File: config.mk
export PLATFORM = sky130hd
export DESIGN_NAME = slave_ram
export DESIGN_NICKNAME = d
export VERILOG_FILES = /design/src/hdl/sysbus_pkg.sv /design/src/hdl/slave_ram.sv
export VERILOG_INCLUDE_DIRS = /design/src /design/src/hdl
export SDC_FILE = /design/constraint.sdc
export NUM_CORES = 2
export LEC_CHECK = 0
export ABC_CLOCK_PERIOD_IN_PS = 2700
export BUFFER_PORTS_ARGS = -buffer_cell sky130_fd_sc_hd__buf_2
export CORE_ASPECT_RATIO = 1.1
export CORE_MARGIN = 1.5
export CORE_UTILIZATION = 40
export DETAILED_ROUTE_END_ITERATION = 12
export SLEW_MARGIN = 20
export SYNTH_ARGS = -nofsm -noshare
export SYNTH_HDL_FRONTEND = slang
export SYNTH_SLANG_ARGS = --single-unit
File: constraint.sdc
create_clock -name clock -period 2.7 [get_ports clock]
set_input_delay 0.81 -clock clock [delete_from_list [all_inputs] [get_ports clock]]
set_output_delay 0.81 -clock clock [all_outputs]
set_load 0.01 [all_outputs]
File: src/hdl/sysbus_params.svh
`ifndef SYSBUS_PARAMS_SVH
`define SYSBUS_PARAMS_SVH

// Slaves on the bus, one chip select each
`define SYSBUS_SLAVES 4

// Count loaded in bus_pre, 0 to 15
`define SYSBUS_WAIT_STATES 2

`define SYSBUS_RAM_WORDS 64 // Words per RAM slave

// Region bases, each region spans 256 bytes
`define SYSBUS_BASE_SRAM 32'h0000_0000
`define SYSBUS_BASE_IO   32'h0080_0000
`define SYSBUS_BASE_ROM  32'hFFFF_0000
`define SYSBUS_BASE_IRAM 32'hFFFF_8000

`endif

File: src/hdl/sysbus_pkg.sv
`default_nettype none

`include "sysbus_params.svh"

package sysbus_pkg;

  typedef logic [31:0] addr_t;   // Byte address
  typedef logic [31:0] data_t;
  typedef logic [3:0]  strobe_t; // One enable per byte lane

  // One-hot chip select
  typedef logic [`SYSBUS_SLAVES-1:0] slave_sel_t;

  typedef logic [$clog2(`SYSBUS_RAM_WORDS)-1:0] word_index_t;

  typedef enum logic [1:0] {
    bus_idle,
    bus_start,
    bus_pre,  // Wait states counting down
    bus_post  // Granted master released
  } bus_state_t;

endpackage

`default_nettype wire

File: src/hdl/slave_ram.sv
`default_nettype none

`include "sysbus_params.svh"

module slave_ram (
  input  wire                          clock,
  input  wire                          reset_n,
  input  wire                          select,
  input  wire                          read,
  input  wire                          write,
  input  wire sysbus_pkg::strobe_t     be,
  input  wire sysbus_pkg::word_index_t index,
  input  wire sysbus_pkg::data_t       writedata,
  output sysbus_pkg::data_t            rdata
);
  import sysbus_pkg::*;

  localparam int lanes = $bits(strobe_t);

  data_t mem [`SYSBUS_RAM_WORDS];
  logic  write_en;
  logic  read_en;

  assign write_en = select & write;
  assign read_en  = select & read;

  // Byte lanes written independently
  always_ff @(posedge clock) begin
    if (write_en) begin
      for (int b = 0; b < lanes; b++) begin
        if (be[b]) begin
          mem[index][8*b +: 8] <= writedata[8*b +: 8];
        end
      end
    end
  end

  // Registered read port, held between reads
  always_ff @(posedge clock or negedge reset_n) begin
    if (!reset_n) begin
      rdata <= '0;
    end else if (read_en) begin
      rdata <= mem[index];
    end
  end

endmodule

`default_nettype wire

# Yosys cells after proc, flatten, opt, wreduce, memory -nomap -nowiden
# Memory sizes are Yosys's and may differ from the RTL's. A register that Yosys moved wholly into a read port is not among the register bits.
# Cells that the tools add are included.
# Widths: inputs -> output; s select.
[word_totals] in_bits=47 ram_bits=2048 ff_bits=0 word_cells=16 memories=1 output_inout_bits=32
[classes] n_reduce_logical=1 bitwise_logic=2 mux=12
[memory_table] name="mem" words=64 word_bits=32 rd=1 rd_ports_with_merged_regs=1 wr=1 line_no="slave_ram.sv:20" text="data_t mem [`SYSBUS_RAM_WORDS];"
[ops] operator="$mux 1" n=12
[ops] operator="$and 1x1->1" n=2
[ops] operator="$logic_not 1->1" n=1

# Logic depth before layout (Yosys ltp)
[logic_depth] ltp_word=3 mapped_depth=12 depth_no_buf=6

# Worst setup path before layout
# Ideal clock, no wire load.
[synth_path] kind="input to register" from="input index[2]" to="memory mem[55][10] (netlist name) (enable)" required_ns=2.330 path_stages=8 setup_time_ns=0.370 t_arrival_ns=2.534 slack_ns=-0.204 path_buffers=6 path_cell_list="buf_2 -> buf_2 -> buf_2 -> buf_2 -> buf_4 -> buf_2 -> nand2_1 -> nor2_1"
[synth_lines] item="start, declared" line_no="slave_ram.sv:12" text="input wire sysbus_pkg::word_index_t index,"
[synth_lines] item="end, declared" line_no="slave_ram.sv:20"
# No word-level cell before the write port.

==> metrics.txt <==
status complete, no violations; CP Launch Type input port; ys flop type edfxtp_1; Final ANT Viol Nets 0; static leakage ~0.034 uW; Die ar. ~200,000 um2; Synth cell types between 60 and 70; Worst-path clk slew roughly 0.06 ns; Tcrit/Tclk final 0.989; Combinational Power Share 0.068; Critical R2R Launch mem[49][17]; relative slew slack 0.300; EDFF count, synth approximately 2,000; Mapped Cells between 4,000 and 5,000; critical path's top delay family compound AO/OA/AOI/OAI gates; Filler cells 16,100; Design Area, Final about 100,000 um2; highest-count cells in the layout ignoring fill and taps 2,048 x edfxtp_1, 769 x buf_4, 251 x nor2_1; slowest CP cell a2111oi_0; Int Pwr roughly 53,000 uW; antenna violations before repair 11; CTS tree done; vias per cell approximately 5.9; hold crit path type input port to register; via count about 48,000; critical path peak fanout 16; Psw 15,400 uW; max_cap viols 0; GP Congestion 0.909; CTS buffer count a little under 200; Worst path max stage delay about 0.89 ns; Setup CP Type input port to register; router iterations before antenna repair 6; RSZ-0062 raised after global routing false; Routed WL per cell between 30 and 40 um; syn avg cell area approximately 19 um2; final hold violations 0; FF+latch area slightly above 60,000 um2; setup violators final 0; Synth Net Count between 4,000 and 5,000; total track usage 0.246; drt total wl roughly 250,000 um; Total Power about 70,000 uW; Starting Density 0.403; register-to-register setup slack about 0.19 ns; input/output buffers slightly below 80; Overflow after GRT 0; Die Ht around 470 um; area of the multi-input gates ~17,000 um2; worst reg2reg path depth 7; clk_lat worst skew 0.87 ns; arrival time worst endpoint approximately 3.4 ns; clock buffer depth 3; hold endpoint mem[30][23]; #FFs+latches synth around 2,100; min-delay src writedata[23]; largest net degree at the start of global routing 65; CORE AREA between 150,000 and 200,000 um2; vias in the first global route roughly 47,000; fraction of registers with async set/reset 0.0154; I/O pin total between 70 and 80; H-tree Lvls 4; RR Endpoint rdata[17]; sequential fraction of the synthesis area 0.773; post-CTS resize count 0; count of yosys warnings during synthesis 0; Initial DRC Count between 6,000 and 7,000; Pwr per Cell Area between 600 and 700 nW/um2; area grow syn2layout 24.3%; crit path time final around 2.7 ns; Layout Cells excl Fill just over 8,000; FMAX about 370 MHz; Slew Viols, Final 0; Post-Synthesis Cell Area just over 80,000 um2; clk sink count between 2,000 and 2,500; Final #Nets between 5,000 and 6,000; dpl cell area about 94,000 um2; layout cells sized above 1 0.335; Fin Clk Skew about 0.027 ns; Critical path buffers and inverters 5; Die X around 430 um; Placed Cells incl. Taps a little under 8,000; worst-margin pin slew slightly above 1 ns; Hold Path Depth 1; cell row count around 170; commonest non-fill, non-tap cell in the layout edfxtp_1; kind of end point of the critical path register; peak supply drop approximately 0.00058 V; clock network fraction of total power 0.408; Root Buffer clkbuf_16; Seq pwr share 0.524; Crit path required time roughly 3.4 ns; first-pass GRT wire length between 300,000 and 400,000 um; Critical Path, Cell by Cell buf_8 -> buf_12 -> buf_4 -> nor2b_4 -> buf_12 -> a22o_1 -> a21oi_1 -> nor2_1 -> a2111oi_0 -> buf_4 -> a31oi_1; DRC 0; Sw Ratio 0.225; post-DP HPWL between 150,000 and 200,000 um
[cell type report]
class,instances,share of cell area
antenna,1,0.0000250
sequential,2080,0.622
clock inverter,120,0.0131
clock buffer,241,0.0515
multi-input combinational,1954,0.171
tap,2610,0.0326
inverter,3,0.000200
timing repair buffer,1088,0.110
[power by group through the flow]
stage	clock network, uW	registers [uW]	logic [uW]
after floorplan	0	36400	1810
after global placement	0	36500	4570
after detailed placement	0	36500	4610
after CTS	28100	35800	4630
after global routing	29300	35800	4830
final	27900	35800	4670
[worst max-delay path by stage]
| stage | start | slack [ns] | cells after the start | to |
|---|---|---|---|---|
| detailed placement | index[1] | -0.82 | 11 | rdata[17] |
| global route | index[1] | 0.01 | 11 | rdata[17] |
| CTS | index[0] | 0.08 | 10 | rdata[17] |
| finish | index[1] | 0.03 | 11 | rdata[17] |
| global placement | index[0] | -0.89 | 10 | rdata[17] |
| floorplan | index[2] | -0.18 | 8 | mem[63][10] |
[stage by stage]
step	utilization	setup TNS, ns	worst slack (ns)	hold WS [ns]
after global routing	0.501	0	0.0101	0.236
after detailed placement	0.469	-305.06	-0.817	0.574
final	0.501	0	0.0284	0.232
after global placement	0.469	-280.05	-0.886	0.558
after floorplan	-	-84.56	-0.177	0.514
after CTS	0.501	0	0.0774	0.186
[logic make-up after synthesis]
family / count (synthesis) / share of synthesized area
AOI/OAI and AO/OA: 792 / 0.0712
buffers and inverters: 297 / 0.0196
DFF: 2080 / 0.773
and+or+nand+nor: 591 / 0.0307
muxes: 571 / 0.106
[what timing repair did]
item                      4_1_cts  5_1_grt
hold buffers                    1        0
hold endpoints to repair        7        0
buffers inserted                0        0
[flip-flops by register name, summed over array words and instances (netlist names)]
| register | flops |
|---|---|
| mem | 2048 |
| rdata | 32 |
[synthesized netlist by cell type (7+ instances only)]
master | count | share of area
buf_4 | 51 | 0.0047
a211o_1 | 7 | 0.00076
a22o_1 | 23 | 0.0025
o2111ai_1 | 11 | 0.0012
nand3_1 | 32 | 0.0020
o22ai_1 | 100 | 0.0078
a22oi_1 | 123 | 0.011
buf_1 | 16 | 0.00074
mux2i_1 | 233 | 0.029
nand2_1 | 132 | 0.0061
o221ai_1 | 9 | 0.00098
o21ai_0 | 92 | 0.0057
o22a_1 | 10 | 0.0011
o32a_1 | 18 | 0.0022
buf_6 | 15 | 0.0021
and3_1 | 15 | 0.0012
clkbuf_1 | 102 | 0.0047
a21oi_1 | 101 | 0.0063
a221o_1 | 19 | 0.0024
a211oi_1 | 8 | 0.00074
a31oi_1 | 34 | 0.0026
o211ai_1 | 12 | 0.0011
mux4_2 | 209 | 0.058
buf_2 | 108 | 0.0067
a221oi_1 | 188 | 0.020
a32oi_1 | 7 | 0.00076
dfrtp_1 | 32 | 0.0099
edfxtp_1 | 2048 | 0.76
nor3_1 | 10 | 0.00062
nor2_1 | 354 | 0.016
mux2_2 | 125 | 0.017
[layer usage]
metal / GRT usage / part of all wire
met5: 0 / 0.00013
met4: 0.0877 / 0.037
met3: 0.0389 / 0.089
met2: 0.402 / 0.48
met1: 0.336 / 0.39
No activity file was read; power rests on OpenSTA's default activity.
