<file path="config.mk">
export PLATFORM = sky130hd
export DESIGN_NAME = bus_controller
export DESIGN_NICKNAME = d
export VERILOG_FILES = /design/src/hdl/sysbus_pkg.sv /design/src/hdl/bus_controller.sv
export VERILOG_INCLUDE_DIRS = /design/src /design/src/hdl
export SDC_FILE = /design/constraint.sdc
export NUM_CORES = 1
export LEC_CHECK = 0
export BUFFER_PORTS_ARGS = -buffer_cell sky130_fd_sc_hd__buf_2
export CORE_ASPECT_RATIO = 0.5
export CORE_MARGIN = 2
export CORE_UTILIZATION = 30
export DETAILED_ROUTE_END_ITERATION = 7
export PLACE_DENSITY = 0.81
export SETUP_SLACK_MARGIN = 0.4
export SYNTH_ARGS = -nofsm -noshare
export SYNTH_HDL_FRONTEND = slang
export SYNTH_SLANG_ARGS = --single-unit
</file>
<file path="constraint.sdc">
create_clock -name clock -period 1.76 [get_ports clock]
set_input_delay 0.088 -clock clock [delete_from_list [all_inputs] [get_ports clock]]
set_output_delay 0.088 -clock clock [all_outputs]
set_load 0.1 [all_outputs]
</file>
<file path="src/hdl/sysbus_params.svh">
`ifndef SYSBUS_PARAMS_SVH
`define SYSBUS_PARAMS_SVH

// Slaves on the bus, one chip select each
`define SYSBUS_SLAVES 4

// Count loaded in bus_pre, 0 to 15
`define SYSBUS_WAIT_STATES 2

`define SYSBUS_RAM_WORDS 64 // Words per RAM slave

// Region bases, each region spans 256 bytes
`define SYSBUS_BASE_SRAM 32'h0000_0000
`define SYSBUS_BASE_IO   32'h0080_0000
`define SYSBUS_BASE_ROM  32'hFFFF_0000
`define SYSBUS_BASE_IRAM 32'hFFFF_8000

`endif

</file>
<file path="src/hdl/sysbus_pkg.sv">
`default_nettype none

`include "sysbus_params.svh"

package sysbus_pkg;

  typedef logic [31:0] addr_t;   // Byte address
  typedef logic [31:0] data_t;
  typedef logic [3:0]  strobe_t; // One enable per byte lane

  // One-hot chip select
  typedef logic [`SYSBUS_SLAVES-1:0] slave_sel_t;

  typedef logic [$clog2(`SYSBUS_RAM_WORDS)-1:0] word_index_t;

  typedef enum logic [1:0] {
    bus_idle,
    bus_start,
    bus_pre,  // Wait states counting down
    bus_post  // Granted master released
  } bus_state_t;

endpackage

`default_nettype wire

</file>
<file path="src/hdl/bus_controller.sv">
`default_nettype none

`include "sysbus_params.svh"

module bus_controller (
  input  wire                         clock,
  input  wire                         reset_n,
  input  wire sysbus_pkg::addr_t      cpu_address,
  input  wire sysbus_pkg::addr_t      vga_address,
  input  wire                         cpu_read,
  input  wire                         vga_read,
  input  wire                         cpu_write,
  input  wire sysbus_pkg::strobe_t    cpu_be,
  input  wire sysbus_pkg::data_t      cpu_writedata,
  input  wire                         map,
  output sysbus_pkg::addr_t           address,
  output logic                        read,
  output logic                        write,
  output sysbus_pkg::strobe_t         be,
  output sysbus_pkg::data_t           writedata,
  output sysbus_pkg::slave_sel_t      chipselect,
  output logic                        start,
  output logic                        cpu_wait,
  output logic                        vga_wait,
  output logic                        grant_cpu,
  output logic                        grant_vga,
  output logic                        done
);
  import sysbus_pkg::*;

  // Low address bit of the region compare, 256-byte regions
  localparam int region_lsb = $clog2(`SYSBUS_RAM_WORDS * 4);
  localparam logic [3:0] wait_load = 4'(`SYSBUS_WAIT_STATES);

  bus_state_t state;
  bus_state_t state_next;
  logic [3:0] delay;
  logic [3:0] delay_next;
  logic       grant_cpu_next;
  logic       grant_vga_next;
  logic       cpu_req;
  logic       vga_req;
  logic       owner_req;
  addr_t      region_base [`SYSBUS_SLAVES];
  slave_sel_t cs_decode;

  assign cpu_req   = cpu_read | cpu_write;
  assign vga_req   = vga_read;
  assign owner_req = (grant_cpu & cpu_req) | (grant_vga & vga_req); // Owner still asking

  // Master multiplexer, VGA only reads whole words
  always_comb begin
    address   = '0;
    read      = 1'b0;
    write     = 1'b0;
    be        = '0;
    writedata = '0;
    if (grant_cpu) begin
      address   = cpu_address;
      read      = cpu_read;
      write     = cpu_write;
      be        = cpu_be;
      writedata = cpu_writedata;
    end else if (grant_vga) begin
      address = vga_address;
      read    = vga_read;
      be      = '1;
    end
  end

  // Map 1 swaps the internal RAM to address zero
  always_comb begin
    region_base[0] = map ? `SYSBUS_BASE_IRAM : `SYSBUS_BASE_SRAM;
    region_base[1] = `SYSBUS_BASE_IO;
    region_base[2] = `SYSBUS_BASE_ROM;
    region_base[3] = map ? `SYSBUS_BASE_SRAM : `SYSBUS_BASE_IRAM;
  end

  always_comb begin
    for (int i = 0; i < `SYSBUS_SLAVES; i++) begin
      cs_decode[i] = (address[31:region_lsb] == region_base[i][31:region_lsb]);
    end
  end

  assign chipselect = (state == bus_idle) ? '0 : cs_decode;
  assign start      = (state == bus_start);
  assign done       = (state == bus_post);
  assign cpu_wait   = grant_cpu ? (state != bus_post) : 1'b1;
  assign vga_wait   = grant_vga ? (state != bus_post) : 1'b1;

  always_comb begin
    state_next     = state;
    delay_next     = delay;
    grant_cpu_next = grant_cpu;
    grant_vga_next = grant_vga;
    case (state)
      bus_idle: begin
        if (cpu_req) begin // CPU has priority
          grant_cpu_next = 1'b1;
          state_next     = bus_start;
        end else if (vga_req) begin
          grant_vga_next = 1'b1;
          state_next     = bus_start;
        end
      end
      bus_start: begin
        delay_next = wait_load;
        state_next = owner_req ? bus_pre : bus_idle;
      end
      bus_pre: begin
        if (!owner_req) begin
          state_next = bus_idle; // Aborted
        end else if (delay == 4'd0) begin
          state_next = bus_post;
        end else begin
          delay_next = delay - 4'd1;
        end
      end
      bus_post: begin
        // Request drop ends the transfer
        if (!owner_req) begin
          state_next = bus_idle;
        end
      end
      default: begin
        state_next = bus_idle;
      end
    endcase
    if (state_next == bus_idle) begin
      grant_cpu_next = 1'b0;
      grant_vga_next = 1'b0;
    end
  end

  always_ff @(posedge clock or negedge reset_n) begin
    if (!reset_n) begin
      state     <= bus_idle;
      delay     <= 4'd0;
      grant_cpu <= 1'b0;
      grant_vga <= 1'b0;
    end else begin
      state     <= state_next;
      delay     <= delay_next;
      grant_cpu <= grant_cpu_next;
      grant_vga <= grant_vga_next;
    end
  end

endmodule

`default_nettype wire

</file>
==> reports/results.tsv, run 1 <==
metric	value	unit
status	did not finish	
lastStage	clock tree synthesis	
firstError	[ERROR DPL-0038] Utilization greater than 100%, impossible to legalize	
die_h	54.3	µm
synthAdderAreaFrac	0.0494	
synth_compound_gate_area_share	0.307	
post-dp-hpwl	9680	µm
ctsResizeCount	103	
ys_ff_latch	8	
synthTopCellsByArea	a22o_1 14%, and2_1 14%, dfrtp_1 13%, nand2_1 7.2%, o21ai_0 5.3%	
yosysUniqueCellTypes	44	
syn_inst	223	
place.gp.congestion	0.950	
port_buffers	185	
fp-row-count	18	
ys_seq_area_frac	0.132	
placed_cell_area	4370	µm²
async_reset_ff_frac	1.00	
synth_top_area_frac	0.138	
root_buffer	clkbuf_8	
synthMuxAreaShare	0.00658	
ys.flop_type	dfrtp_1	
ctsHtreeMaxLevel	1	
cts_buffer_depth	2	
synth_area	1520	µm²
synth_top_family_by_area	simple AND/OR/NAND/NOR gates	
synthesis.nets	335	
dpl.cell_count	495	
post-cts-setup-buffers	22	
synth-edff-count	0	
yosys_warnings	0	
yosysTopAreaCell	a22o_1	
synth-xor-area-share	0	
cts_buffers	3	
cts_hold_buffers	1	
cts_num_sinks	8	
ios	186	
avgSynthCellArea	6.82	µm²
start_util	0.310	
yosys.area_share.simple	0.416	
die_w	105	µm
## synth_stat cells (3+ instances only)
library cell	n
o21ai_0	16
and2_1	33
nor2_1	14
nor3_1	4
nand3_1	8
nand4_1	5
nand2_1	29
inv_1	12
ha_1	6
a31oi_1	3
o22ai_1	3
clkbuf_1	9
dfrtp_1	8
nor4_1	7
a22o_1	24
a21oi_1	8
## logic make-up after synthesis
kind of cell	after synthesis
fa+ha+maj	6
compound gates	65
simple gates	116
flops	8
buf+inv	27
mux	1
## stage by stage
stage	worst slack (ns)	utilization
after global placement	-0.239	0.890
after detailed placement	-0.295	0.890
after floorplan	-0.870	-
==> run 2: changes to the inputs <==
--- a/config.mk
+++ b/config.mk
@@ -7,12 +7,10 @@
 export NUM_CORES = 1
 export LEC_CHECK = 0
 export BUFFER_PORTS_ARGS = -buffer_cell sky130_fd_sc_hd__buf_2
-export CORE_ASPECT_RATIO = 0.5
 export CORE_MARGIN = 2
-export CORE_UTILIZATION = 30
+export CORE_UTILIZATION = 25
 export DETAILED_ROUTE_END_ITERATION = 7
-export PLACE_DENSITY = 0.81
-export SETUP_SLACK_MARGIN = 0.4
+export PLACE_DENSITY_LB_ADDON = 0.15
 export SYNTH_ARGS = -nofsm -noshare
 export SYNTH_HDL_FRONTEND = slang
 export SYNTH_SLANG_ARGS = --single-unit
==> constraint.sdc (replaced) <==
create_clock -name clock -period 2.3 [get_ports clock]
set_input_delay 0.115 -clock clock [delete_from_list [all_inputs] [get_ports clock]]
set_output_delay 0.115 -clock clock [all_outputs]
set_load 0.1 [all_outputs]
==> run 2 against run 1 <==
Compared with the run above: the flow now finishes without violations; synthesized area stayed put; synthesized cell count stayed put.
==> reports/results.tsv, run 2 <==
metric	value	unit
status	finished, final reports clean	
grt_max_degree	25	
drc	0	
synth-edff-count	0	
wl_per_cell	14.6	µm
grt_pass1_wl	10300	µm
timing.final.crit_share	0.964	
final_area	3270	µm²
yosysTopAreaCell	a22o_1	
avgSynthCellArea	6.82	µm²
post-synth-top-count-cell	and2_1	
cts_buffers	3	
grtUsageTotal	0.191	
start_util	0.258	
yosysUniqueCellTypes	44	
slew_headroom	0.665	
antenna_left	0	
area_delta_synth_final	115	%
worstSetupEndpointType	primary output	
die-area	6720	µm²
cts_tree	built	
finalClockSkew	0.000801	ns
dr_total_vias	2400	
antenna_found_initial	0	
dr.first_iter.drc_count	104	
hold_viol	0	
timing.rr.start	state[0]	
setup_violations	0	
period_needed	2.22	ns
path_delay_family	compound AO/OA/AOI/OAI gates	
crit_type	register to primary output	
dr.pass1.iters	4	
syn_inst	223	
top_regs	delay (4), state (2)	
yosys_warnings	0	
cp_cell_sequence	buf_6 > nand4_1 > o22ai_1 > o221ai_2 > or3_4 > a21oi_4 > buf_12	
hold_path_end	state[1]	
r2r_end	grant_cpu	
clock_power_share	0.035	
path_max_fanout	20	
p_total	5050	µW
fin_tns_setup	0	ns
drive_above_1_share	0.663	
wl	7090	µm
layout_common_cells	155 x buf_2, 32 x and2_2, 30 x buf_12	
ios	186	
die_w	82.0	µm
synth_common_cells	33 x and2_1, 29 x nand2_1, 24 x a22o_1	
post-dp-hpwl	6040	µm
power_frac_comb	0.921	
cts_buffer_depth	2	
vias_per_cell	4.96	
arrival	2.10	ns
cp.required	2.18	ns
worstMarginPinSlew	0.506	ns
power_switching	3530	µW
leakage	0.00163	µW
port_buffers	185	
cts_num_sinks	8	
max_freq	451	MHz
seq_power_share	0.044	
ys_ff_latch	8	
regMostFlops	delay	
nNetsFinal	522	
async_reset_ff_frac	1.00	
placed_cell_area	3180	µm²
r2r_cells	7	
cap_violations	0	
insertion_delay	0.23	ns
final_util	0.555	
die_h	82.0	µm
fp-row-count	28	
holdPathStages	4	
hold_path_class	input port to register	
internal-power	1520	µW
place.gp.congestion	0.890	
synth_area	1520	µm²
fp.coreArea	5890	µm²
hp-start	vga_read	
grt-ovfl-total	0	
ys.flop_type	dfrtp_1	
drv_slew	0	
ys_seq_area_frac	0.132	
clk_pin_slew_worst_paths	0.04	ns
ir_worst_vdd	1.11	mV
largest_reg_flops	4	
fillers	548	
cp.buffers_inverters	2	
r2r_slack	0.42	ns
synthesis.nets	335	
grt_pass1_vias	2140	
root_buffer	clkbuf_8	
diodes	0	
synthTopCellsByArea	a22o_1 14%, and2_1 14%, dfrtp_1 13%, nand2_1 7.2%, o21ai_0 5.3%	
startpoint_type	register	
critical_path.max_stage_delay	0.48	ns
powerDensity	1550	nW/µm²
ctsHtreeMaxLevel	1	
synth_top_area_frac	0.138	
p_sw_frac	0.699	
final_common_cell	buf_2	
worst_path_max_delay_cell	dfrtp_4	
-- run 2: cell counts after synthesis --
No cell type changed its count.
-- run 2: tightest hold or removal path, delay by kind of cell --
family	cells	cell delay, ns
simple gates	2	0.13
compound gates	1	0.07
buf+inv	1	0.10
-- run 2: how the worst max path moves through the flow --
| stage | start | endpoint | cells past startpoint |
|---|---|---|---|
| finish | grant_cpu | chipselect[3] | 7 |
| global route | grant_vga | chipselect[3] | 6 |
| CTS | grant_cpu | chipselect[3] | 7 |
| detailed placement | vga_address[11] | chipselect[2] | 7 |
| global placement | vga_address[11] | chipselect[2] | 7 |
| floorplan | grant_cpu | chipselect[2] | 5 |
-- run 2: cell families after synthesis --
| kind of cell | after synthesis | synth area share |
|---|---|---|
| AOI/OAI and AO/OA | 65 | 0.307 |
| buffers and inverters | 27 | 0.0897 |
| muxes | 1 | 0.00658 |
| and+or+nand+nor | 116 | 0.416 |
| DFF | 8 | 0.132 |
| adders and majority gates | 6 | 0.0494 |
-- run 2: through the flow --
step                hold slack, ns  cells  worst slack (ns)
floorplan                   -0.181    223            -0.357
global placement           -0.0313    478             0.161
detailed placement         -0.0308    478             0.126
CTS                          0.222    484            0.0282
global route                 0.264    484          -0.00789
finish                       0.232    484            0.0822
-- run 2: timing repair --
action	in CTS	in global routing
hold endpoints to repair	8	0
hold buffers	1	0
setup buffers	1	0
pin swaps	0	0
endpoints found under the setup margin	2	2
gates resized for setup	2	3
-- run 2: power by group through the flow --
stage | logic [µW] | clock network [µW] | registers (µW)
finish | 4650 | 175 | 224
global route | 4820 | 193 | 231
CTS | 4670 | 181 | 226
detailed placement | 4630 | 0 | 236
global placement | 4620 | 0 | 236
floorplan | 3470 | 0 | 277
-- run 2: cell type report --
type,instances,area [µm²],area share
sequential,8,205,0.0628
inverter,12,45.0,0.0138
timing repair buffer,197,1470,0.451
clock buffer,4,45.0,0.0138
tap,75,93.8,0.0287
multi-input combinational,188,1400,0.430
-- run 2: metal layers --
metal | vias to the layer above | part of all wire | GRT usage
li1 | 1184 | - | -
met2 | 103 | 0.52 | 0.343
met4 | 0 | 0.0058 | 0.0367
met3 | 6 | 0.073 | 0.0308
met5 | - | 0 | 0
met1 | 1107 | 0.40 | 0.240
(Power assumes the default switching activity.)
