--- src/hdl/sysbus_params.svh ---
`ifndef SYSBUS_PARAMS_SVH
`define SYSBUS_PARAMS_SVH

// Slaves on the bus, one chip select each
`define SYSBUS_SLAVES 4

// Count loaded in bus_pre, 0 to 15
`define SYSBUS_WAIT_STATES 2

`define SYSBUS_RAM_WORDS 64 // Words per RAM slave

// Region bases, each region spans 256 bytes
`define SYSBUS_BASE_SRAM 32'h0000_0000
`define SYSBUS_BASE_IO   32'h0080_0000
`define SYSBUS_BASE_ROM  32'hFFFF_0000
`define SYSBUS_BASE_IRAM 32'hFFFF_8000

`endif

--- src/hdl/sysbus_pkg.sv ---
`default_nettype none

`include "sysbus_params.svh"

package sysbus_pkg;

  typedef logic [31:0] addr_t;   // Byte address
  typedef logic [31:0] data_t;
  typedef logic [3:0]  strobe_t; // One enable per byte lane

  // One-hot chip select
  typedef logic [`SYSBUS_SLAVES-1:0] slave_sel_t;

  typedef logic [$clog2(`SYSBUS_RAM_WORDS)-1:0] word_index_t;

  typedef enum logic [1:0] {
    bus_idle,
    bus_start,
    bus_pre,  // Wait states counting down
    bus_post  // Granted master released
  } bus_state_t;

endpackage

`default_nettype wire

--- src/hdl/read_return.sv ---
`default_nettype none

`include "sysbus_params.svh"

module read_return (
  input  wire                         clock,
  input  wire                         reset_n,
  input  wire sysbus_pkg::data_t      slave_rdata [`SYSBUS_SLAVES],
  input  wire sysbus_pkg::slave_sel_t chipselect,
  input  wire                         read,
  input  wire                         grant_cpu,
  input  wire                         grant_vga,
  input  wire                         done,
  output sysbus_pkg::data_t           cpu_readdata,
  output sysbus_pkg::data_t           vga_readdata
);
  import sysbus_pkg::*;

  data_t selected;
  logic  load_cpu;
  logic  load_vga;

  // One-hot select, zero when no slave answers
  always_comb begin
    selected = '0;
    for (int i = 0; i < `SYSBUS_SLAVES; i++) begin
      if (chipselect[i]) begin
        selected |= slave_rdata[i];
      end
    end
  end

  assign load_cpu = done & read & grant_cpu;
  assign load_vga = done & read & grant_vga;

  always_ff @(posedge clock or negedge reset_n) begin
    if (!reset_n) begin
      cpu_readdata <= '0;
      vga_readdata <= '0;
    end else begin
      if (load_cpu) begin
        cpu_readdata <= selected;
      end
      if (load_vga) begin
        vga_readdata <= selected;
      end
    end
  end

endmodule

`default_nettype wire

--- config.mk ---
export PLATFORM = sky130hd
export DESIGN_NAME = read_return
export DESIGN_NICKNAME = d
export VERILOG_FILES = /design/src/hdl/sysbus_pkg.sv /design/src/hdl/read_return.sv
export VERILOG_INCLUDE_DIRS = /design/src /design/src/hdl
export SDC_FILE = /design/constraint.sdc
export NUM_CORES = 1
export LEC_CHECK = 0
export ABC_CLOCK_PERIOD_IN_PS = 900
export BUFFER_PORTS_ARGS = -buffer_cell sky130_fd_sc_hd__buf_2
export CAP_MARGIN = 20
export CORE_MARGIN = 2
export CORE_UTILIZATION = 41
export CTS_CLUSTER_SIZE = 25
export DETAILED_ROUTE_END_ITERATION = 7
export PLACE_DENSITY = 0.86
export SLEW_MARGIN = 20
export SYNTH_ARGS = -nofsm -noshare
export SYNTH_HDL_FRONTEND = slang
export SYNTH_SLANG_ARGS = --single-unit
--- constraint.sdc ---
create_clock -name clock -period 0.9 [get_ports clock]
set_input_delay 0.045 -clock clock [delete_from_list [all_inputs] [get_ports clock]]
set_output_delay 0.045 -clock clock [all_outputs]
set_load 0.03 [all_outputs]
Word-level counts from Yosys, hierarchy flattened
Index checks and enable logic that the tools add are counted.
{"block": "word_totals", "ff_bits": 64, "in_bits": 138, "output_inout_bits": 64, "elab_cells": 12}
{"block": "op_classes", "mux": 4, "bitwise_logic": 6}
{"op": "$mux 32", "count": 4}
{"op": "$or 32x32->32", "count": 3}
{"op": "$and 1x1->1", "count": 3}

Logic depth before layout (Yosys ltp)
Gate-level depths: netlist of the first run.
{"block": "depth", "depth_word": 7, "depth_mapped": 5, "depth_no_buf": 2}

Worst setup path before layout of the first run
No wires, ideal clock.
{"block": "synth_timing", "path_kind": "reg2reg", "from": "register, netlist name vga_readdata[10]", "to": "register vga_readdata[10]", "setup_ns": 0.134, "t_arrival_ns": 0.686, "t_required_ns": 0.766, "slack_ns": 0.080, "stages_incl_launch_ff": 3, "path_buffers": 0, "cell_sequence": "dfrtp_1 a31oi_1 a31oi_1"}
{"element": "end signal, assigned", "line_no": "read_return.sv:45", "text": "vga_readdata <= selected;"}
{"element": "end, declared", "line_no": "read_return.sv:15", "text": "output sysbus_pkg::data_t vga_readdata"}

Final worst setup path of the first run
{"block": "layout_timing", "from": "register vga_readdata[21]", "to": "output port vga_readdata[21]"}
No word-level cell between the ends.

==> metrics list, run 1 <==
- Number of stages on the worst hold path: 3
* Post-detail-place hpwl: 7940 µm
- Power spread over the standard cell area amounts to 1950 nW/µm².
- Post-synthesis instance area: 3160 µm²
* Length of the first detailed-routing pass in iterations: 5
- Endpoint of the worst register-to-register path: vga_readdata[0]
* Clock tree from TritonCTS: built
* Vias per cell: 6.25
- Setup repair after global routing could not meet its margin everywhere.
- The net count of the finished layout is 662.
- Worst stage delay on the critical path: 0.41 ns
- Initial antenna violation count: 0
- For the worst-skew pair, the clock arrives at the later sink with an insertion delay of 0.33 ns.
* Final routed wirelength across all metal layers: 12,300 µm
* Met2 capacity usage during global routing: 0.491
* Hold path start: slave_rdata[74]
- For this run, design rule violations remaining after detail routing come to 0.
* Share of the cycle needed by the critical path after routing: 1.04
- Across the routed clock network, the largest skew measured is 0 ns.
- Worst-case hold slack: 0.0329 ns
- Most heavily used metal layer in global routing: met2
* Number of cells on the critical path: 1
* Num rows: 31
* Final-report hold violation count: 0
- The via count of the first global-routing pass is 3,887.
- Setup violations remaining at the end of the flow were counted as 58.
- The tightest min-delay check is of the primary input to register type.
- Critical Path Source Type: register
- Area of the die: 8420 µm²
* Cell types with the largest area share after synthesis: sky130_fd_sc_hd__dfrtp_1 (51%), sky130_fd_sc_hd__a31oi_1 (25%), sky130_fd_sc_hd__a22oi_1 (15%), sky130_fd_sc_hd__buf_2 (4.0%), sky130_fd_sc_hd__buf_6 (3.2%)
* Mapped Avg Cell Area: 10.5 µm²
- Total clock buffers created by CTS: 9
- Initial standard-cell utilization of the core: 0.428
- In the final routed layout, each cell accounts on average for 19.7 µm.
- The final count of pins violating max slew was 0.
- Counting I/O delays and the setup requirement, the final critical path takes 0.937 ns.
- After synthesis, the share of flip-flops with an asynchronous set or reset is 1.00.
- Global routing finished with a remaining overflow of 0.
- PortBufs: 201
- Once detail routing completed, the nets flagged for antenna violations numbered 0.
- The critical path is of the register to output port type.
- Synthesis produced 300 cells.
* Required @ worst endpoint: 0.85 ns
* Sequence of cells on the critical path: buf_6
- Setup TNS: -0.861 ns
- Yosys mapped the design onto 8 distinct sky130hd cell types.
- R2R setup slack: 0.02 ns
- The worst setup path is captured at an output port.
* Area growth from synthesis to final layout: 67.1%
- In this design, the largest share of critical-path delay is due to flip-flops.
- In the global route stage, overall resource usage came out at 0.282.
- Number of flip-flops and latches in the synthesized netlist: 64
* Number of flops mapped to enable cells by yosys: 0
* VDD IR-drop max: 1030 µV
* Non-Filler Cell Area, Final: 5280 µm²
- The number of buffers and inverters on the critical path is 1.
* Data arrival time of the worst path: 0.89 ns
* Violations in the final reports: setup timing
- Weighted congestion at the end of routability-driven global placement: 0.824
- In the final layout, the share of cells above drive strength 1 is 0.524.
- Largest area contributor in the synthesized netlist: sky130_fd_sc_hd__dfrtp_1
- Maximum number of pins on one net before global-route repair: 65
- For this run, the share of the core covered by cells in the final layout is 0.716.
- First-iteration detailed-routing DRC count: 299
* Primary flip-flop cell chosen by synthesis mapping: sky130_fd_sc_hd__dfrtp_1
* Deepest clock path buffer count: 2
- CTS H-tree depth: 3
- The slowest stage of the critical path is the sky130_fd_sc_hd__dfrtp_1 cell.
- Post-Synthesis Net Count: 438
- Most instantiated library cell after synthesis: sky130_fd_sc_hd__a31oi_1
- Global routing usage on met1: 0.340
* Crit path max fanout: 2
- Static leakage: 2.36 nW
- Max-cap violations in this run came to 0.
- Die extent in y: 91.7 µm
- PnR worst setup slack: -0.0372 ns
- During synthesis, Yosys emitted a total of 0 warnings.
- CTS Sinks: 64
- Number of ports placed on the die boundary: 202
- The tree is rooted in a sky130_fd_sc_hd__clkbuf_8.
- Of the post-synthesis cell area, the dominant cell type holds 0.507.
* Transition time at the pin with the least slew margin: 0.338 ns
* Relative slew slack: 0.774
* Sink of the worst hold path: vga_readdata[10]
* Number of antenna cells inserted: 0
- Counting cells, the worst reg-to-reg path comes to 3.
- The final route contains 3,914 vias.
* Top cell types by occurrence after synthesis: sky130_fd_sc_hd__a31oi_1 (128), sky130_fd_sc_hd__a22oi_1 (64), sky130_fd_sc_hd__dfrtp_1 (64)
- Total placed instance area: 4360 µm²
- Met3 demand-to-capacity share in global routing: 0.0493
- Die X-Extent: 91.7 µm
* Sequential fraction of the synthesis area: 0.507
- Register clock-pin slew on the reported worst setup and hold paths: 0.07 ns
- The run finished, with violations left.
* Core region area: 7370 µm²
- Max frequency: 1070 MHz
- Reg2reg start: vga_readdata[0]
- Global-route wire length before repair: 19,000 µm
layer usage:
metal	up-vias	routed length, µm
met5	-	0
met4	0	302
met3	30	1160
met2	285	6500
met1	1890	4380
li1	1709	-
cell type report:
cell class                      count  area [µm²]
Clock buffer                       14         173
Fill cell                         517        2090
Multi-Input combinational cell    194        1380
Sequential cell                    64        1600
Tap cell                           99         124
Timing Repair Buffer              255        2000
kinds of logic after synthesis:
logic type	after synthesis	synth area share
AO/OA/AOI/OAI	192	0.406
AND/OR/NAND/NOR	2	0.00555
buffers and inverters	42	0.0813
flip-flops	64	0.507
repair_timing:
action                     in CTS  in global routing
setup endpoints to repair      64                 73
buffers inserted               19                 14
gates resized for setup       128                 11
pin swaps                       0                  0
hold endpoints to repair       64                  0
hold buffers                    1                  0
sequential cells by signal, summed over array words and instances (netlist names):
register and flops:
cpu_readdata 32, vga_readdata 32
through the flow:
step           setup WS, ns  power, mW  instances
2_1_floorplan        0.0799       5.62        300
3_3_place_gp         0.0404       6.79        578
3_5_place_dp        0.00359       6.88        578
4_1_cts             -0.0450       10.0        612
5_1_grt             -0.0653       10.7        626
6_report            -0.0372       10.3        626
worst max path at each step:
stage                startpoint               end
3_3_place_gp               done   cpu_readdata[2]
5_1_grt        vga_readdata[27]  vga_readdata[27]
6_report       vga_readdata[21]  vga_readdata[21]
3_5_place_dp               done   cpu_readdata[5]
2_1_floorplan  vga_readdata[10]  vga_readdata[10]
4_1_cts         vga_readdata[7]   vga_readdata[7]
cells in the final DEF (no fill, tap or decap), types with 2 or more instances in the layout:
cell / n
sky130_fd_sc_hd__buf_12: 14
sky130_fd_sc_hd__clkbuf_8: 12
sky130_fd_sc_hd__buf_4: 37
sky130_fd_sc_hd__clkbuf_1: 2
sky130_fd_sc_hd__a22oi_1: 64
sky130_fd_sc_hd__a31oi_4: 3
sky130_fd_sc_hd__a31oi_1: 119
sky130_fd_sc_hd__buf_2: 137
sky130_fd_sc_hd__dfrtp_1: 64
sky130_fd_sc_hd__a31oi_2: 6
sky130_fd_sc_hd__buf_6: 66
report_power, final:
part	switching (mW)	internal (mW)
Combinational	2.26	2.04
Sequential	0.404	3.38
Clock	0.986	1.20
Power figures use the tool's default switching activity.
==> run 2: changes to the inputs <==
--- a/config.mk
+++ b/config.mk
@@ -9,6 +9,7 @@
 export ABC_CLOCK_PERIOD_IN_PS = 900
 export BUFFER_PORTS_ARGS = -buffer_cell sky130_fd_sc_hd__buf_2
 export CAP_MARGIN = 20
+export CORE_ASPECT_RATIO = 0.8
 export CORE_MARGIN = 2
 export CORE_UTILIZATION = 41
 export CTS_CLUSTER_SIZE = 25
==> metrics list, run 2 (synthesis gave the netlist of run 1 again) <==
- Result of the run: finished with violations
- Violations in the final reports: setup timing
- Walking the worst path, the cells encountered are buf_6.
- In this run the remaining antenna-violating nets after routing total 0.
- Portion of total power attributed to the clock network: 0.214
- Bufs and invs on worst path: 1
- Type of element capturing the critical path: output port
- The tree is rooted in a sky130_fd_sc_hd__clkbuf_8.
- PortBufs: 201
- Maximum number of pins on one net before global-route repair: 65
- Total clock buffers created by CTS: 9
- For this design the static power due to leakage is 2.36 nW.
- GRT Total Usage: 0.303
* Placed Cells incl. Taps: 585
- After detailed routing, the total wire length is 13,300 µm.
* Cell Count, Final, Fillers Out: 635
- Max frequency: 1030 MHz
* Worst slack, placed: 0.00656 ns
- Final routed wire length divided by cell count: 20.9 µm
- Worst stage delay on the critical path: 0.43 ns
- Transition time at the pin with the least slew margin: 0.358 ns
- Area of the multi-input gates: 1410 µm²
- After clock tree synthesis, the clock-pin slew on the worst setup and hold paths is 0.07 ns.
* Relative slew slack: 0.761
- Number of pins with negative max-slew slack in the final report: 0
* Die extent in y: 82.5 µm
- Leading cell type in the layout, fill and taps excluded: sky130_fd_sc_hd__buf_2
- Routability-driven placement finished with a final weighted congestion of 0.827.
- The internal portion of the total power is 6.49 mW.
* Max-capacitance violation count: 0
- At the worst endpoint, the required time is 0.85 ns.
- Setup repair after global routing could not meet its margin everywhere.
- The floorplan step set the die width to 102 µm.
* Data arrival time of the worst path: 0.92 ns
- PD cells: 1950 nW/µm²
- Slowest-stage cell, CP: sky130_fd_sc_hd__dfrtp_1
- STA classifies the critical path startpoint as a register.
* Layout filler cell count: 546
* Area of the die: 8420 µm²
* CTS H-tree depth: 3
* Combined flip-flop and latch cell area: 1600 µm²
* Count of endpoints failing setup in the final report: 65
* Worst setup path class: register to output port
- Summed over all nets, the half-perimeter wirelength after detailed placement is 8400 µm.
* Clock period minus worst slack: 0.969 ns
- The hold violation total from the final report is 0.
- After detailed routing, the wire length on met1 is 4710 µm.
- Of the total power, registers draw 0.367.
- Number of ports placed on the die boundary: 202
- TritonCTS built the clock tree.
- Count of nets after finishing: 663
* Area growth from synthesis to final layout: 68.6%
- Combinational share of power: 0.420
- The pre-antenna-repair detailed-routing pass consisted of 5 iterations.
- The clock passes through at most 2 buffers.
- Global-route wire length before repair: 19,400 µm
- For this configuration, the core starts out at a cell density of 0.425.
* Highest-count cells in the layout ignoring fill and taps: sky130_fd_sc_hd__buf_2 (137), sky130_fd_sc_hd__a31oi_1 (118), sky130_fd_sc_hd__a22oi_1 (64), sky130_fd_sc_hd__dfrtp_1 (64), sky130_fd_sc_hd__buf_6 (64)
* Clock tree skew after final layout: 0 ns
- Summed over all layers, the global routing overflow is 0.
- Dividing the final minimum period by the clock period gives 1.08.
* Met2 layer wire length in the routed design: 6740 µm
- Vias per cell: 6.26
* Switching power summed over all nets: 3.87 mW
* Crit path max fanout: 2
* Top Registers: cpu_readdata x32, vga_readdata x32
- In this run the core area contains 28 standard-cell rows.
* Sw frac: 0.373
- Met3 wire len: 1400 µm
- Once routing completed, OpenROAD measured the worst setup slack at -0.0695 ns.
- The floorplan step defined a core boundary enclosing 7430 µm².
- Number of antenna cells inserted: 0
- First-iteration detailed-routing DRC count: 288
* DRC violation count after routing: 0
- In this run the top signal layer used is met4.
- IR analysis of the VDD net gives a maximum drop of 1080 µV.
- Top cell family by delay on the critical path: flip-flops
- Final standard cell utilization of the core: 0.716
* Clock insertion delay at the later pin of the skew report: 0.33 ns
* Number of vias in the routed layout: 3,974
- Share of post-route cells with drive strength above 1: 0.530
- CTS saw 64 sinks.
- Vias in the first global route: 3,988
- The number of antenna violations at the first check in global routing came to 0.
* Path class of the lowest-slack min-delay path: primary input to register
run 2: cell count changes in the layout (fill, tap and decap cells not counted):
cell and change:
sky130_fd_sc_hd__clkbuf_8 -2, sky130_fd_sc_hd__clkinvlp_4 +3, sky130_fd_sc_hd__buf_12 +1, sky130_fd_sc_hd__a31oi_4 +2
sky130_fd_sc_hd__clkbuf_1 -1, sky130_fd_sc_hd__a31oi_2 -1, sky130_fd_sc_hd__buf_4 +2, sky130_fd_sc_hd__a31oi_1 -1
sky130_fd_sc_hd__clkinv_2 +2, sky130_fd_sc_hd__buf_6 -2
run 2: worst paths after layout:
kind	startpoint	endpoint	slack, ns	cells past startpoint
max	cpu_readdata[20]	cpu_readdata[20]	-0.07	1
min	slave_rdata[69]	vga_readdata[5]	0.02	3
max reg2reg	cpu_readdata[20]	cpu_readdata[20]	0	3
min reg2reg	cpu_readdata[6]	cpu_readdata[6]	0.58	2
max in group asynchronous	reset_n	cpu_readdata[6]	0.34	3
min in group asynchronous	reset_n	vga_readdata[21]	0.25	3
run 2: power by group through the flow:
stage | registers [mW] | clock network, mW | logic (mW)
floorplan | 4.70 | 0 | 0.921
global placement | 3.70 | 0 | 3.12
detailed placement | 3.72 | 0 | 3.21
CTS | 3.78 | 2.28 | 4.03
global route | 3.83 | 2.40 | 4.59
finish | 3.80 | 2.22 | 4.35
run 2: area by class of cell:
type | count | area share
clock inverter | 5 | 0.00611
sequential | 64 | 0.301
multi-input combinational | 194 | 0.264
timing repair buffer | 256 | 0.378
tap | 105 | 0.0247
clock buffer | 11 | 0.0266
run 2: timing repair:
action,CTS,global route
hold buffers,1,0
endpoints found under the hold margin,64,0
pin swaps,0,0
setup buffers,20,13
endpoints found under the setup margin,64,74
gates resized for setup,128,11
run 2: metal layers:
layer	GRT usage	up-vias
met5	0	-
met4	0.140	0
met3	0.0875	49
met2	0.520	335
met1	0.353	1884
li1	-	1706
run 2: per-stage QoR:
step | area, µm² | hold WS (ns) | power, mW | setup TNS, ns
after floorplan | 3160 | -0.251 | 5.62 | 0
after global placement | 4380 | 0.0791 | 6.82 | 0
after detailed placement | 4380 | 0.0909 | 6.92 | 0
after CTS | 5120 | 0.00274 | 10.1 | -2.88
after global routing | 5320 | 0.0287 | 10.8 | -4.12
final | 5320 | 0.0238 | 10.4 | -1.95
==> run 3: changes to the inputs <==
--- a/config.mk
+++ b/config.mk
@@ -6,6 +6,7 @@
 export SDC_FILE = /design/constraint.sdc
 export NUM_CORES = 1
 export LEC_CHECK = 0
+export ABC_AREA = 1
 export ABC_CLOCK_PERIOD_IN_PS = 900
 export BUFFER_PORTS_ARGS = -buffer_cell sky130_fd_sc_hd__buf_2
 export CAP_MARGIN = 20
@@ -14,7 +15,7 @@
 export CORE_UTILIZATION = 41
 export CTS_CLUSTER_SIZE = 25
 export DETAILED_ROUTE_END_ITERATION = 7
-export PLACE_DENSITY = 0.86
+export PLACE_DENSITY = 0.85
 export SLEW_MARGIN = 20
 export SYNTH_ARGS = -nofsm -noshare
 export SYNTH_HDL_FRONTEND = slang
==> metrics list, run 3 <==
- Result of the run: finished with violations
- Violations in the final reports: setup timing
- Once placement completed, the tool counted placed cells totaling 766.
* Share of post-route cells with drive strength above 1: 0.365
* Number of flops mapped to enable cells by yosys: 0
- Met3 wire len: 1040 µm
- Count of endpoints failing setup in the final report: 63
- Post-Synthesis Net Count: 614
* Portion of total power attributed to the clock network: 0.215
* Top cell types by occurrence after synthesis: sky130_fd_sc_hd__nand2_1 (320), sky130_fd_sc_hd__dfrtp_1 (64), sky130_fd_sc_hd__o21ai_1 (33)
- After clock tree synthesis, the clock-pin slew on the worst setup and hold paths is 0.07 ns.
- Derived from the worst setup path, the maximum achievable clock frequency is 1040 MHz.
- Largest area contributor in the synthesized netlist: sky130_fd_sc_hd__dfrtp_1
- The largest individual stage delay along the critical path comes from the cell sky130_fd_sc_hd__dfrtp_1.
- On the critical path the largest part of the delay comes from flip-flops.
- Static leakage: 3.10 nW
- The largest registers in the layout are cpu_readdata x32, vga_readdata x32.
- Xor-xnor portion of the synthesized cell area: 0
- The region available for standard cell placement spans 7840 µm².
* Met1 layer wirelength in the final routing: 4550 µm
* P_int: 6.40 mW
- Dividing the detail-routed wire length by the instance count gives 14.1 µm.
* Path class of the lowest-slack min-delay path: primary input to register
- Number of pins with negative max-slew slack in the final report: 0
* Final routed wirelength across all metal layers: 11,500 µm
* Clock tree from TritonCTS: built
- Adder-cell share of the synthesized area: 0
- The clock passes through at most 2 buffers.
- Walking the worst path, the cells encountered are buf_6.
* Most instantiated library cell after synthesis: sky130_fd_sc_hd__nand2_1
- Setup repair after global routing missed its margin: true
- The later pin in the worst-skew pair is clocked with a latency of 0.33 ns.
- Initial antenna violation count: 0
- Fraction of post-synthesis cell area in the top cell type by area: 0.491
- In this run the number of cells on the critical path is 1.
- Area growth from synthesis to final layout: 59.6%
- For this block, the initial DRC count from the detailed router was 205.
- The hold violation total from the final report is 0.
- After synthesis the netlist holds a flip-flop and latch count of 64.
- Primary flip-flop cell chosen by synthesis mapping: sky130_fd_sc_hd__dfrtp_1
* CTS Sinks: 64
- GRT Total Usage: 0.271
- Weighted congestion at the end of routability-driven global placement: 0.855
* Share of the cycle needed by the critical path after routing: 1.07
- After legalization and detailed placement, the total HPWL measured 7460 µm.
- Yosys attributes the largest share of cell area to sky130_fd_sc_hd__dfrtp_1 (49%), sky130_fd_sc_hd__nand2_1 (37%), sky130_fd_sc_hd__o21ai_1 (5.1%), sky130_fd_sc_hd__o21ai_0 (4.8%), sky130_fd_sc_hd__buf_2 (2.8%).
* DRC violation count after routing: 0
* Worst stage delay on the critical path: 0.42 ns
* Warning count from the yosys run: 0
- Number of antenna cells inserted: 0
- Die X-Extent: 104 µm
- Maximum number of pins on one net before global-route repair: 65
- Of the total power, the share spent switching nets is 0.365.
* Required @ worst endpoint: 0.85 ns
- Num rows: 29
- Clock tree skew after final layout: 0 ns
* Post-route ant nets: 0
* Transition time at the pin with the least slew margin: 0.685 ns
- After synthesis, the largest family of logic cells by area is simple AND/OR/NAND/NOR gates.
* Path depth of the worst reg2reg path: 4
- Counting the buffers created by CTS gives 9.
* Die extent in y: 83.8 µm
- Once layout is complete, the cells apart from fillers number 817.
- VDD IR-drop max: 936 µV
- Total placed instance area: 4350 µm²
- The count of buffers added on input and output ports is 201.
- Measured against the total synthesized area, the mux share comes to 0.
* Worst setup path class: register to output port
- Count of nets after finishing: 843
- Post-synthesis instance area: 3260 µm²
* Mapped Avg Cell Area: 6.86 µm²
* Global-route wire length before repair: 19,000 µm
* Length of the first detailed-routing pass in iterations: 5
- CTS built an H-tree with a depth of 3.
- Area fraction in compound gates after synthesis: 0.0982
- Leaving out fill and tap cells, the most frequent cell in the layout is sky130_fd_sc_hd__nand2_1.
* Data arrival time of the worst path: 0.92 ns
- The share of the Yosys chip area taken by registers is 0.491.
- PnR worst setup slack: -0.0643 ns
- Number of stages on the worst hold path: 5
- After routing the design area is 5210 µm².
- Worst slack, placed: -0.185 ns
* Part of the power in registers: 0.381
- Initial standard-cell utilization of the core: 0.416
- In this run, distinct cell masters in the synthesized netlist total 8.
- In the layout the commonest cells are sky130_fd_sc_hd__nand2_1 (319), sky130_fd_sc_hd__buf_2 (137), sky130_fd_sc_hd__buf_6 (65), sky130_fd_sc_hd__dfrtp_1 (64), sky130_fd_sc_hd__buf_4 (36).
- Uppermost routed layer: met4
- Crit path max fanout: 2
- Adding up every negative setup slack in the final design gives -1.40 ns.
- The number of buffers and inverters on the critical path is 1.
* CTS root buffer: sky130_fd_sc_hd__clkbuf_8
- Met2 layer wire length in the routed design: 5670 µm
- Across the run, the number of max-cap violations was 0.
- Type of element capturing the critical path: output port
- Clock period minus worst slack: 0.964 ns
- For this design the total switching power over the nets is 3.68 mW.
- Area of the die: 8690 µm²
* Number of vias in the routed layout: 4,037
- Number of ports placed on the die boundary: 202
- Headroom to the max-slew limit came out at 0.543.
- Simple-gate share of the synthesized area: 0.374
- Combinational share of power: 0.404
* PD cells: 1930 nW/µm²
- The via count of the first global-routing pass was 4,163.
* Critical Path Source Type: register
- Vias per cell: 4.94
* Fraction of synthesis flops using an asynchronous set or reset pin: 1.00
- Overflow left after global routing: 0
- Cell count after synthesis: 476
- Pwr Total: 10.1 mW
run 3: worst paths after layout:
path                             startpoint               end  slack (ns)
min reg2reg                cpu_readdata[11]  cpu_readdata[11]        0.50
min in group asynchronous           reset_n  vga_readdata[14]        0.24
max in group asynchronous           reset_n   cpu_readdata[3]        0.36
max                        cpu_readdata[24]  cpu_readdata[24]       -0.06
max reg2reg                vga_readdata[26]  vga_readdata[26]        0.01
min                         slave_rdata[39]   cpu_readdata[7]        0.02
run 3: tightest hold or removal path: stages:
cell,delay [ns]
sky130_fd_sc_hd__buf_2,0.07
sky130_fd_sc_hd__nand2_1,0.04
sky130_fd_sc_hd__nand2_1,0.06
sky130_fd_sc_hd__o21ai_1,0.05
sky130_fd_sc_hd__nand2_1,0.05
run 3: area by class of cell:
class                   count  area [µm²]
clock buffers              12         155
clock inverters             3        17.5
inverters                   2        7.51
well taps                 108         135
fillers                   655        2630
flip-flops and latches     64        1600
repair buffers            242        1750
multi-input cells         386        1540
run 3: cell families after synthesis:
logic type | count (synthesis)
AND/OR/NAND/NOR | 322
AO/OA/AOI/OAI | 64
buffers and inverters | 26
flip-flops | 64
run 3: power by group through the flow:
| stage | Combinational, mW | Sequential (mW) | Clock [mW] |
|---|---|---|---|
| finish | 4.07 | 3.84 | 2.17 |
| global route | 4.36 | 3.88 | 2.35 |
| global placement | 2.95 | 3.75 | 0 |
| detailed placement | 3.01 | 3.74 | 0 |
| floorplan | 0.795 | 4.77 | 0 |
| CTS | 3.83 | 3.83 | 2.24 |
run 3: repair_timing:
item | 4_1_cts | 5_1_grt
pin swaps | 0 | 2
setup buffers | 16 | 18
resized for setup | 128 | 3
endpoints found under the setup margin | 64 | 65
hold buffers | 2 | 0
hold endpoints to repair | 65 | 0
run 3: layer usage:
| layer | GRT usage | vias to the layer above |
|---|---|---|
| met5 | 0 | - |
| met4 | 0.112 | 0 |
| met3 | 0.0781 | 28 |
| met2 | 0.471 | 242 |
| met1 | 0.315 | 1827 |
| li1 | - | 1940 |
run 3: stage by stage:
step                      utilization  hold WS [ns]
after floorplan                     -        -0.251
after detailed placement        0.556        0.0878
after global placement          0.556        0.0839
final                           0.665        0.0239
after global routing            0.665        0.0331
after CTS                       0.647        0.0105
